`config.mk`:
```
export PLATFORM = sky130hd
export DESIGN_NAME = core_top
export DESIGN_NICKNAME = d
export VERILOG_FILES = /design/src/hdl/core_pkg.sv /design/src/hdl/inst_buffer.sv /design/src/hdl/decode_stage.sv /design/src/hdl/reg_file.sv /design/src/hdl/alu.sv /design/src/hdl/execute_stage.sv /design/src/hdl/core_top.sv
export SDC_FILE = /design/constraint.sdc
export NUM_CORES = 2
export LEC_CHECK = 0
export ABC_CLOCK_PERIOD_IN_PS = 10900
export BUFFER_PORTS_ARGS = -buffer_cell sky130_fd_sc_hd__clkbuf_2
export CAP_MARGIN = 20
export CORE_ASPECT_RATIO = 0.75
export CORE_MARGIN = 2
export CORE_UTILIZATION = 45
export DETAILED_ROUTE_END_ITERATION = 6
export PLACE_DENSITY_LB_ADDON = 0.15
export SLEW_MARGIN = 20
export SYNTH_ARGS = -nofsm -noshare
export SYNTH_HDL_FRONTEND = slang
export SYNTH_SLANG_ARGS = --single-unit
export TNS_END_PERCENT = 10
```
`constraint.sdc`:
```
create_clock -name clk -period 10.9 [get_ports clk]
set_input_delay 3.27 -clock clk [delete_from_list [all_inputs] [get_ports clk]]
set_output_delay 3.27 -clock clk [all_outputs]
set_load 0.05 [all_outputs]
```
`src/hdl/core_pkg.sv`:
```
//~~~~~~~~~~~~~~~~~~~~
// shared types, opcodes and record layouts of the rv32i pipeline
// imported by every rtl module and by the testbench
//~~~~~~~~~~~~~~~~~~~~
package core_pkg;

    localparam int xlen = 32;

    typedef logic [4:0] reg_idx_t;

    typedef enum logic [2:0] {
        OP_ALU_REG,
        OP_ALU_IMM,
        OP_LUI,
        OP_AUIPC,
        OP_JAL,
        OP_JALR,
        OP_BRANCH,
        OP_ILLEGAL
    } op_class_t;

    typedef enum logic [3:0] {
        ALU_ADD,
        ALU_SUB,
        ALU_SLL,
        ALU_SLT,
        ALU_SLTU,
        ALU_XOR,
        ALU_SRL,
        ALU_SRA,
        ALU_OR,
        ALU_AND
    } alu_op_t;

    // major opcodes of the kept formats
    localparam logic [6:0] OPC_OP     = 7'b0110011;
    localparam logic [6:0] OPC_OP_IMM = 7'b0010011;
    localparam logic [6:0] OPC_LUI    = 7'b0110111;
    localparam logic [6:0] OPC_AUIPC  = 7'b0010111;
    localparam logic [6:0] OPC_JAL    = 7'b1101111;
    localparam logic [6:0] OPC_JALR   = 7'b1100111;
    localparam logic [6:0] OPC_BRANCH = 7'b1100011;

    // branch conditions in funct3
    localparam logic [2:0] F3_BEQ  = 3'b000;
    localparam logic [2:0] F3_BNE  = 3'b001;
    localparam logic [2:0] F3_BLT  = 3'b100;
    localparam logic [2:0] F3_BGE  = 3'b101;
    localparam logic [2:0] F3_BLTU = 3'b110;
    localparam logic [2:0] F3_BGEU = 3'b111;

    typedef struct packed {
        logic [xlen-1:0] pc;
        logic [31:0]     inst;
    } fetch_rec_t;

    typedef struct packed {
        logic [xlen-1:0] pc;
        op_class_t       op_class;
        alu_op_t         alu_op;
        logic [2:0]      funct3;
        reg_idx_t        rd;
        reg_idx_t        rs1;
        reg_idx_t        rs2;
        logic [xlen-1:0] imm;     // sign extended
        logic [xlen-1:0] link;    // pc + 4
        logic            rd_wen;
        logic            valid;
    } decode_rec_t;

    typedef struct packed {
        logic [xlen-1:0] pc;
        reg_idx_t        rd;
        logic            wen;
        logic [xlen-1:0] wdata;
        logic [xlen-1:0] next_pc;
        logic            illegal;
    } retire_rec_t;

endpackage

```
`src/hdl/inst_buffer.sv`:
```
//~~~~~~~~~~~~~~~~~~~~
// input fifo of the core, filled by a credit holding sender
//~~~~~~~~~~~~~~~~~~~~
module inst_buffer import core_pkg::*; #(
    parameter int in_depth = 4
) (
    input  logic       clk,
    input  logic       reset,
    input  logic       in_valid,
    input  fetch_rec_t in_rec,
    input  logic       pop,
    output logic       buf_valid,
    output fetch_rec_t buf_rec,
    output logic       in_credit
);
    localparam int ptr_w = $clog2(in_depth);
    localparam int cnt_w = $clog2(in_depth + 1);

    fetch_rec_t mem [in_depth];
    logic [ptr_w-1:0] wr_ptr;
    logic [ptr_w-1:0] rd_ptr;
    logic [cnt_w-1:0] count;
    logic full;
    logic do_pop;

    assign full      = (count == cnt_w'(in_depth));
    assign buf_valid = (count != '0);
    assign buf_rec   = mem[rd_ptr];
    assign do_pop    = pop && buf_valid;

    always_ff @(posedge clk) begin
        if (in_valid) mem[wr_ptr] <= in_rec;
    end

    // pointers wrap on their own since depth is a power of two
    always_ff @(posedge clk) begin
        if (reset) begin
            wr_ptr    <= '0;
            rd_ptr    <= '0;
            count     <= '0;
            in_credit <= 1'b0;
        end else begin
            if (in_valid) wr_ptr <= wr_ptr + 1'b1;
            if (do_pop) rd_ptr <= rd_ptr + 1'b1;
            count     <= count + cnt_w'(in_valid) - cnt_w'(do_pop);
            in_credit <= do_pop;  // one credit back per drained entry
        end
    end

    // sender must never push without a credit
    assert property (@(posedge clk) disable iff (reset) in_valid |-> !full)
        else $error("inst_buffer: push into full fifo, credit violation");

endmodule

```
`src/hdl/decode_stage.sv`:
```
//~~~~~~~~~~~~~~~~~~~~
// decodes the buffer head into a registered decode record
//~~~~~~~~~~~~~~~~~~~~
module decode_stage import core_pkg::*; (
    input  logic        clk,
    input  logic        reset,
    input  logic        buf_valid,
    input  fetch_rec_t  buf_rec,
    input  logic        advance,
    output logic        pop,
    output decode_rec_t dec
);
    logic [31:0] inst;
    logic [6:0]  opcode;
    logic [6:0]  funct7;
    logic [2:0]  funct3;
    op_class_t   op_class;
    alu_op_t     alu_op;
    logic [xlen-1:0] imm;
    decode_rec_t nxt;

    assign inst   = buf_rec.inst;
    assign opcode = inst[6:0];
    assign funct3 = inst[14:12];
    assign funct7 = inst[31:25];

    always_comb begin
        unique case (opcode)
            OPC_OP:     op_class = OP_ALU_REG;
            OPC_OP_IMM: op_class = OP_ALU_IMM;
            OPC_LUI:    op_class = OP_LUI;
            OPC_AUIPC:  op_class = OP_AUIPC;
            OPC_JAL:    op_class = OP_JAL;
            OPC_JALR:   op_class = OP_JALR;
            OPC_BRANCH: op_class = OP_BRANCH;
            default:    op_class = OP_ILLEGAL;  // loads, stores, system
        endcase
    end

    always_comb begin
        unique case (op_class)
            OP_ALU_IMM, OP_JALR: imm = {{20{inst[31]}}, inst[31:20]};
            OP_LUI, OP_AUIPC:    imm = {inst[31:12], 12'b0};
            OP_JAL:    imm = {{11{inst[31]}}, inst[31], inst[19:12], inst[20], inst[30:21], 1'b0};
            OP_BRANCH: imm = {{19{inst[31]}}, inst[31], inst[7], inst[30:25], inst[11:8], 1'b0};
            default:   imm = '0;
        endcase
    end

    always_comb begin
        alu_op = ALU_ADD;  // address and upper-imm forms add
        if (op_class == OP_ALU_REG || op_class == OP_ALU_IMM) begin
            unique case (funct3)
                3'b000: begin
                    // no subi, so sub only in register form
                    if (op_class == OP_ALU_REG && funct7[5]) alu_op = ALU_SUB;
                end
                3'b001:  alu_op = ALU_SLL;
                3'b010:  alu_op = ALU_SLT;
                3'b011:  alu_op = ALU_SLTU;
                3'b100:  alu_op = ALU_XOR;
                3'b101:  alu_op = funct7[5] ? ALU_SRA : ALU_SRL;  // srai shares the bit
                3'b110:  alu_op = ALU_OR;
                default: alu_op = ALU_AND;
            endcase
        end
    end

    always_comb begin
        nxt.pc       = buf_rec.pc;
        nxt.op_class = op_class;
        nxt.alu_op   = alu_op;
        nxt.funct3   = funct3;
        nxt.rd       = inst[11:7];
        nxt.rs1      = inst[19:15];
        nxt.rs2      = inst[24:20];
        nxt.imm      = imm;
        nxt.link     = buf_rec.pc + xlen'(4);
        nxt.rd_wen   = !(op_class == OP_BRANCH || op_class == OP_ILLEGAL);
        nxt.valid    = 1'b1;
    end

    // take the head when the slot is empty or drains this cycle
    assign pop = buf_valid && (!dec.valid || advance);

    always_ff @(posedge clk) begin
        if (reset) begin
            dec.valid <= 1'b0;
        end else if (pop) begin
            dec <= nxt;
        end else if (advance) begin
            dec.valid <= 1'b0;
        end
    end

endmodule

```
`src/hdl/reg_file.sv`:
```
//~~~~~~~~~~~~~~~~~~~~
// 32 x xlen integer registers, x0 reads as zero
//~~~~~~~~~~~~~~~~~~~~
module reg_file import core_pkg::*; (
    input  logic            clk,
    input  logic            reset,
    input  logic            wen,
    input  reg_idx_t        waddr,
    input  logic [xlen-1:0] wdata,
    input  reg_idx_t        raddr1,
    input  reg_idx_t        raddr2,
    output logic [xlen-1:0] rdata1,
    output logic [xlen-1:0] rdata2
);
    logic [xlen-1:0] regs [32];

    always_ff @(posedge clk) begin
        if (reset) begin
            for (int i = 0; i < 32; i++) regs[i] <= '0;
        end else if (wen && waddr != '0) begin
            regs[waddr] <= wdata;
        end
    end

    assign rdata1 = (raddr1 == '0) ? '0 : regs[raddr1];
    assign rdata2 = (raddr2 == '0) ? '0 : regs[raddr2];

endmodule

```
`src/hdl/alu.sv`:
```
//~~~~~~~~~~~~~~~~~~~~
// combinational integer alu for the execute stage
//~~~~~~~~~~~~~~~~~~~~
module alu import core_pkg::*; (
    input  logic [xlen-1:0] a,
    input  logic [xlen-1:0] b,
    input  alu_op_t         op,
    output logic [xlen-1:0] result
);
    logic [4:0] shamt;

    assign shamt = b[4:0];

    always_comb begin
        unique case (op)
            ALU_ADD:  result = a + b;
            ALU_SUB:  result = a - b;
            ALU_SLL:  result = a << shamt;
            ALU_SLT:  result = xlen'($signed(a) < $signed(b));
            ALU_SLTU: result = xlen'(a < b);
            ALU_XOR:  result = a ^ b;
            ALU_SRL:  result = a >> shamt;
            ALU_SRA:  result = $unsigned($signed(a) >>> shamt);
            ALU_OR:   result = a | b;
            ALU_AND:  result = a & b;
            default:  result = '0;
        endcase
    end

endmodule

```
`src/hdl/execute_stage.sv`:
```
//~~~~~~~~~~~~~~~~~~~~
// executes the decode record, writes back and emits the retire record
// fires only while output credits remain
//~~~~~~~~~~~~~~~~~~~~
module execute_stage import core_pkg::*; #(
    parameter int out_credits = 2
) (
    input  logic            clk,
    input  logic            reset,
    input  decode_rec_t     dec,
    input  logic [xlen-1:0] rdata1,
    input  logic [xlen-1:0] rdata2,
    input  logic            out_credit,
    output logic            advance,
    output logic            rf_wen,
    output reg_idx_t        rf_waddr,
    output logic [xlen-1:0] rf_wdata,
    output logic            retire_valid,
    output retire_rec_t     retire
);
    // one spare count so a credit overrun stays visible
    localparam int cr_w = $clog2(out_credits + 2);

    logic [cr_w-1:0] credits;
    logic [xlen-1:0] alu_a;
    logic [xlen-1:0] alu_b;
    logic [xlen-1:0] alu_y;
    logic [xlen-1:0] wdata;
    logic [xlen-1:0] next_pc;
    logic            taken;
    logic            fire;
    retire_rec_t     rec;

    alu u_alu (
        .a      (alu_a),
        .b      (alu_b),
        .op     (dec.alu_op),
        .result (alu_y)
    );

    always_comb begin
        unique case (dec.op_class)
            OP_ALU_REG: begin
                alu_a = rdata1;
                alu_b = rdata2;
            end
            OP_LUI: begin
                alu_a = '0;
                alu_b = dec.imm;
            end
            OP_AUIPC, OP_JAL, OP_BRANCH: begin
                alu_a = dec.pc;  // pc relative target
                alu_b = dec.imm;
            end
            default: begin  // alu imm, jalr
                alu_a = rdata1;
                alu_b = dec.imm;
            end
        endcase
    end

    always_comb begin
        unique case (dec.funct3)
            F3_BEQ:  taken = (rdata1 == rdata2);
            F3_BNE:  taken = (rdata1 != rdata2);
            F3_BLT:  taken = ($signed(rdata1) < $signed(rdata2));
            F3_BGE:  taken = ($signed(rdata1) >= $signed(rdata2));
            F3_BLTU: taken = (rdata1 < rdata2);
            F3_BGEU: taken = (rdata1 >= rdata2);
            default: taken = 1'b0;
        endcase
    end

    always_comb begin
        next_pc = dec.link;
        wdata   = alu_y;
        unique case (dec.op_class)
            OP_JAL: begin
                next_pc = alu_y;
                wdata   = dec.link;
            end
            OP_JALR: begin
                next_pc = {alu_y[xlen-1:1], 1'b0};
                wdata   = dec.link;
            end
            OP_BRANCH: if (taken) next_pc = alu_y;
            default: ;
        endcase
    end

    always_comb begin
        rec.pc      = dec.pc;
        rec.rd      = dec.rd;
        rec.wen     = dec.rd_wen;
        rec.wdata   = wdata;
        rec.next_pc = next_pc;
        rec.illegal = (dec.op_class == OP_ILLEGAL);
    end

    assign fire    = dec.valid && (credits != '0);
    assign advance = fire;

    // regfile write lands on the same edge as the retire capture
    assign rf_wen   = fire && dec.rd_wen;
    assign rf_waddr = dec.rd;
    assign rf_wdata = wdata;

    always_ff @(posedge clk) begin
        if (reset) begin
            credits <= cr_w'(out_credits);
        end else begin
            unique case ({fire, out_credit})
                2'b10:   credits <= credits - 1'b1;
                2'b01:   credits <= credits + 1'b1;
                default: ;  // spend and return cancel
            endcase
        end
    end

    always_ff @(posedge clk) begin
        if (reset) retire_valid <= 1'b0;
        else retire_valid <= fire;
    end

    always_ff @(posedge clk) begin
        if (fire) retire <= rec;
    end

    // downstream may not return more credits than it was given
    assert property (@(posedge clk) disable iff (reset) int'(credits) <= out_credits)
        else $error("execute_stage: output credit count above %0d", out_credits);

endmodule

```
`src/hdl/core_top.sv`:
```
//~~~~~~~~~~~~~~~~~~~~
// rv32i core top, buffer -> decode -> execute with credit channels
//~~~~~~~~~~~~~~~~~~~~
module core_top import core_pkg::*; #(
    parameter int in_depth    = 4,
    parameter int out_credits = 2
) (
    input  logic        clk,
    input  logic        reset,
    input  logic        in_valid,
    input  fetch_rec_t  in_rec,
    output logic        in_credit,
    output logic        retire_valid,
    output retire_rec_t retire,
    input  logic        out_credit
);
    logic            buf_valid;
    fetch_rec_t      buf_rec;
    logic            pop;
    logic            advance;
    decode_rec_t     dec;
    logic [xlen-1:0] rdata1;
    logic [xlen-1:0] rdata2;
    logic            rf_wen;
    reg_idx_t        rf_waddr;
    logic [xlen-1:0] rf_wdata;

    inst_buffer #(
        .in_depth (in_depth)
    ) u_inst_buffer (
        .clk       (clk),
        .reset     (reset),
        .in_valid  (in_valid),
        .in_rec    (in_rec),
        .pop       (pop),
        .buf_valid (buf_valid),
        .buf_rec   (buf_rec),
        .in_credit (in_credit)
    );

    decode_stage u_decode_stage (
        .clk       (clk),
        .reset     (reset),
        .buf_valid (buf_valid),
        .buf_rec   (buf_rec),
        .advance   (advance),
        .pop       (pop),
        .dec       (dec)
    );

    reg_file u_reg_file (
        .clk    (clk),
        .reset  (reset),
        .wen    (rf_wen),
        .waddr  (rf_waddr),
        .wdata  (rf_wdata),
        .raddr1 (dec.rs1),
        .raddr2 (dec.rs2),
        .rdata1 (rdata1),
        .rdata2 (rdata2)
    );

    execute_stage #(
        .out_credits (out_credits)
    ) u_execute_stage (
        .clk          (clk),
        .reset        (reset),
        .dec          (dec),
        .rdata1       (rdata1),
        .rdata2       (rdata2),
        .out_credit   (out_credit),
        .advance      (advance),
        .rf_wen       (rf_wen),
        .rf_waddr     (rf_waddr),
        .rf_wdata     (rf_wdata),
        .retire_valid (retire_valid),
        .retire       (retire)
    );

endmodule

```
# Word-level counts from Yosys, hierarchy flattened
# Memories as Yosys holds them, arrays and structs flattened. A register that Yosys moved wholly into a read port is not among the register bits.
# Index checks and enable logic that the tools add are counted.
# Widths: inputs -> output; s select.
op_classes:
  mux: 31
  shift: 3
  eq_ne: 44
  bitwise_logic: 4
  order_cmp: 6
  n_reduce_logical: 29
  add_sub_neg: 9
ops:
  columns: ["op", "n"]
  rows:
  - ["$pmux 32 s10", 1]
  - ["$mux 32", 6]
  - ["$lt 32x32->1", 4]
  - ["$pmux 32 s4", 1]
  - ["$pmux 32 s3", 1]
  - ["$ge 32x32->1", 2]
  - ["$pmux 32 s2", 1]
  - ["$eq 3x3->1 const B", 15]
  - ["$add 32x3->32 const B", 1]
  - ["$add 32x32->32", 1]
  - ["$and 32x32->32", 1]
  - ["$eq 32x32->1", 1]
  - ["$ne 32x32->1", 1]
  - ["$or 32x32->32", 1]
  - ["$reduce_or 32->1", 1]
  - ["$shl 32x5->32", 1]
  - ["$shr 32x5->32", 1]
  - ["$sshr 32x5->32", 1]
  - ["$sub 32x32->32", 1]
  - ["$xor 32x32->32", 1]
  - ["$pmux 4 s7", 1]
  - ["$eq 7x7->1 const B", 3]
  - ["$pmux 3 s7", 1]
  - ["$eq 3x2->1 const B", 6]
  - ["other kinds (31)", 72]
totals:
  mem_bits_rw: 1280
  memories: 2
  register_bits: 237
mem_list:
  columns: ["memory", "depth", "width", "rd", "rd_clocked_by_memory_dff", "write_ports", "line_no", "rtl"]
  rows:
  - ["u_reg_file.regs", 32, 32, 2, 2, 32, "reg_file.sv:15", "logic [xlen-1:0] regs [32];"]
  - ["u_inst_buffer.mem", 4, 64, 1, 1, 1, "inst_buffer.sv:19", "fetch_rec_t mem [in_depth];"]

# Depth between registers and ports, before layout
depth:
  depth_word: 9
  depth_mapped: 32
  mapped_depth_nobuf: 21

# Cells and area by module
# A second synthesis with hierarchy kept.
hier_totals:
  cells_unflattened: 5867
  hier_area_um2: 83482.6
modules_own_cells:
  columns: ["module", "cells_each", "n_inst", "area_each_um2", "seq_area_each_um2"]
  rows:
  - ["reg_file", 3502, 1, 54253.3, 30749.5]
  - ["inst_buffer", 381, 1, 9806.9, 7887.6]
  - ["alu", 1256, 1, 8733.4, 0.0]
  - ["execute_stage", 436, 1, 5916.9, 3153.0]
  - ["decode_stage", 292, 1, 4772.1, 3623.5]

# Worst setup path after synthesis
# No wires, ideal clock.
synth_path:
  path_kind: "in2reg"
  startpoint: "input port reset"
  endpoint: "register (tool-made name)"
  cell_stages: 4
  arrival_time_ps: 7749
  required_time_ps: 10824
  n_path_buf: 2
  path_slack_ps: 3075
  cell_sequence: "clkbuf_1 > nor2b_1 > clkbuf_1 > mux2_2"
synth_lines:
  columns: ["element", "line_no", "rtl"]
  rows:
  - ["start: declaration", "core_top.sv:9", "input logic reset,"]

==> flow_summary_export.csv <==
group,metric,value,unit
layout,final_util,50.34,%
global_route,grt-ovfl-total,0,
outcome,status,"finished clean",
worst_hold_path,worstHoldPathType,"reg2reg",
layout,drive_gt1_share,18.94,%
cts,ctsResizeCount,0,
sta,finalCritPeriodShare,85.44,%
die,boundaryPins,173,
die,die_h,377.2,µm
placed_design,place_congestion,1.086,
placed_design,io_buffers,172,
cts,cts.reportedPaths.clkPinSlew,0.06,ns
cts,cts_setup_buffers,0,
placed_design,placed_cell_area,0.08758,mm²
die,design.core.area,0.1839,mm²
flow_run,maxCapViolCount,0,
critical_path,worstPathRequired,11.46,ns
cts,cts.sinks,1527,
layout,nets,6844,
synthesis,ys.flop_type,"edfxtp_1",
power,p_leak,34.31,nW
synthesis,synth_warnings,0,
synthesis,postSynth.asyncResetShare,0,%
critical_path,critical_path_class,"reg2reg",
detailed_routing,first_pass_iters,6,
cts,numCtsBuffers,156,
die,start_util,45.43,%
critical_path,critPathMaxFanout,51,
detailed_routing,wl_per_cell,40.33,µm
detailed_routing,drt-initial-drc-count,11630,
layout,fillers,16020,
global_route,track_usage,38.80,%
synthesis,syn-instance-count,6566,
sta,grt_setup_unrepaired,"no",
power,power_density,360.7,mW/mm²
critical_path,crit_path_end_kind,"flop",
cts,cts_hold_buffers,0,
synthesis,ys_types,105,
critical_path,critical_path_arrival,9.87,ns
global_route,grt_pass1_vias,60230,
synthesis,syn-cell-area,0.08358,mm²
power,power.total,33.40,mW
sta,slew_viol_final,0,
detailed_routing,drc,0,
global_route,grt_max_degree,111,
die,die_area,0.1892,mm²
synthesis,synth-seq-cells,1527,
synthesis,synthTopCellsByArea,"edfxtp_1, mux4_2, mux2i_1",
cts,clockBufferDepth,3,
detailed_routing,via_per_inst,6.962,
layout,final_area,0.09259,mm²
sta,skew,0.07259,ns
global_route,antenna_found_initial,15,
power,ir_worst_vdd,0.3464,mV
sta,max_slew_margin,10.84,%
sta,finalHoldViolations,0,
synthesis,synth_edf_count,1503,
cts,htreeDepth,4,
cts,clockRootBuffer,"clkbuf_16",
synthesis,synth_top_area_share,54.00,%
die,row_count,136,
synthesis,avgSynthCellArea,12.73,µm²
sta,setup_viol,0,
detailed_routing,wl,373700,µm
global_route,grt_pass1_wl,504100,µm
detailed_routing,final_antenna_net_count,0,
sta,fmax,107.4,MHz
detailed_routing,vias,64520,
layout,multi_input_area,0.03513,mm²
sta,worstMarginPinSlew,1.333,ns
placed_design,dp_hpwl,252200,µm
synthesis,yosysSeqAreaShare,54.58,%
sta,whs,0.4905,ns
layout,area_delta_synth_final,10.79,%
die,die-width,501.6,µm
sta,fin_tns_setup,0,ns
sta,period_minus_slack,9.313,ns
synthesis,synth_top_cell_by_area,"edfxtp_1",
layout,register_area,0.04565,mm²
cts,clk_latency,0.86,ns
cts,cts_tree,"yes",
critical_path,start_kind,"flop",
## cell type report
| type | instances | share of cell area, % |
|---|---|---|
| repair buffers | 442 | 3.303 |
| well taps | 2484 | 3.357 |
| clock inverters | 72 | 0.8554 |
| flip-flops and latches | 1527 | 49.30 |
| inverters | 172 | 0.7175 |
| multi-input cells | 4333 | 37.94 |
| diodes | 29 | 0.07838 |
| clock buffers | 208 | 4.448 |
## per-stage QoR
stage                     cells  setup slack [ns]
after CTS                  9236             1.960
final                      9267             1.587
after detailed placement   8956             1.999
after global placement     8955             1.963
after floorplan            6597             3.075
after global routing       9262             1.444
## layer usage
layer / vias to the layer above / part of all wire, % / track usage [%]
met3: 877 / 16 / 15.30
met5: - / 0.27 / 3.611
li1: 25280 / - / -
met2: 5254 / 39 / 50.63
met4: 18 / 4.8 / 15.95
met1: 33090 / 40 / 56.46
## synthesized netlist by cell type, types with 9 or more instances
library cell	n
o211ai_1	28
nand2_1	249
buf_4	81
xnor2_1	34
mux2_2	39
o21ai_0	119
nor3_1	288
a211oi_1	54
dfxtp_1	24
ha_1	141
a221oi_1	22
nor2b_1	30
buf_6	32
nand3_1	60
or2_2	13
and2_1	46
a21oi_1	243
o22ai_1	30
inv_1	166
a31oi_1	29
a22o_1	9
mux2i_1	688
buf_1	46
nand2b_1	55
o21bai_1	14
mux4_2	393
a21o_1	45
buf_2	125
edfxtp_1	1503
o31ai_1	13
o221ai_1	15
a22oi_1	272
xor2_1	16
nand4_1	27
a32oi_2	9
nor4_1	23
nor2_1	1036
o311ai_0	11
a32oi_1	19
clkbuf_1	280
and3_1	24
o21a_1	20
## state kept, by name, summed over array words and instances (netlist names), named ones only
signal                        cells
u_reg_file.regs                1024
u_inst_buffer.mem               256
u_decode_stage.dec              121
u_execute_stage.retire          103
u_inst_buffer.count               3
u_execute_stage.credits           2
u_inst_buffer.rd_ptr              2
u_inst_buffer.wr_ptr              2
u_execute_stage.retire_valid      1
u_inst_buffer.in_credit           1
## cells by family (layout without fill, tap and decap cells)
kind of cell / after synthesis / in the layout / share of synthesized area (%)
simple gates: 1908 / 1908 / 10.05
flops: 1527 / 1527 / 54.58
mux: 1127 / 1127 / 19.52
compound gates: 1072 / 1072 / 8.959
buf+inv: 737 / 894 / 4.184
fa+ha+maj: 144 / 144 / 2.183
xor+xnor: 50 / 50 / 0.5240
other cells: 1 / 61 / 0.004487
## final timing paths
check                        start                     end  slack [ns]  cells past startpoint
min reg2reg  u_decode_stage.dec[0]   u_decode_stage.dec[0]        0.49                      2
min          u_decode_stage.dec[0]   u_decode_stage.dec[0]        0.49                      2
max reg2reg                   flop  u_reg_file.regs[5][30]        1.59                     24
max                           flop  u_reg_file.regs[5][30]        1.59                     24
## power breakdown
part	total [mW]	internal [mW]	switching (mW)
registers	8.01	7.24	0.763
logic	20.1	5.97	14.1
clock network	5.30	2.82	2.48
## critical path, cell delays in order (launching register included)
cell       delay, ns
dfxtp_4         1.03
buf_4           0.55
mux2i_1         0.15
a22oi_1         0.26
a21oi_1         0.12
nor4_1          0.81
a31oi_4         0.20
bufinv_8        0.39
ha_1            0.23
inv_1           0.06
fa_1            0.46
a21oi_1         0.17
o21ai_0         0.22
a21boi_0        0.73
nor4_1          0.17
buf_4           0.20
o32a_1          0.46
nand4_1         0.28
a21boi_0        0.28
o21a_1          0.28
nor3_1          0.40
o2111ai_1       0.65
nor2_2          0.25
buf_4           0.38
nor3_1          0.11
## cells in the final DEF, fill, tap and decap left out, drive strengths merged, types with 16 or more instances in the layout
| cell | instances |
|---|---|
| nor3 | 289 |
| nand2b | 55 |
| a211oi | 56 |
| nor2b | 31 |
| nand2 | 249 |
| nand4 | 27 |
| conb | 32 |
| o21ai | 122 |
| mux2 | 39 |
| a22oi | 274 |
| a31oi | 30 |
| clkinv | 63 |
| nor2 | 1046 |
| nor4 | 23 |
| o211ai | 28 |
| edfxtp | 1503 |
| a221oi | 23 |
| a21oi | 243 |
| and2 | 46 |
| and3 | 25 |
| buf | 271 |
| a32oi | 28 |
| mux2i | 692 |
| o21a | 20 |
| dfxtp | 24 |
| a21o | 45 |
| diode | 29 |
| xor2 | 16 |
| o22ai | 31 |
| clkbuf | 379 |
| ha | 141 |
| inv | 174 |
| or2 | 21 |
| mux4 | 396 |
| nand3 | 60 |
| xnor2 | 34 |
Note: power is estimated with default switching activity, not from simulation.
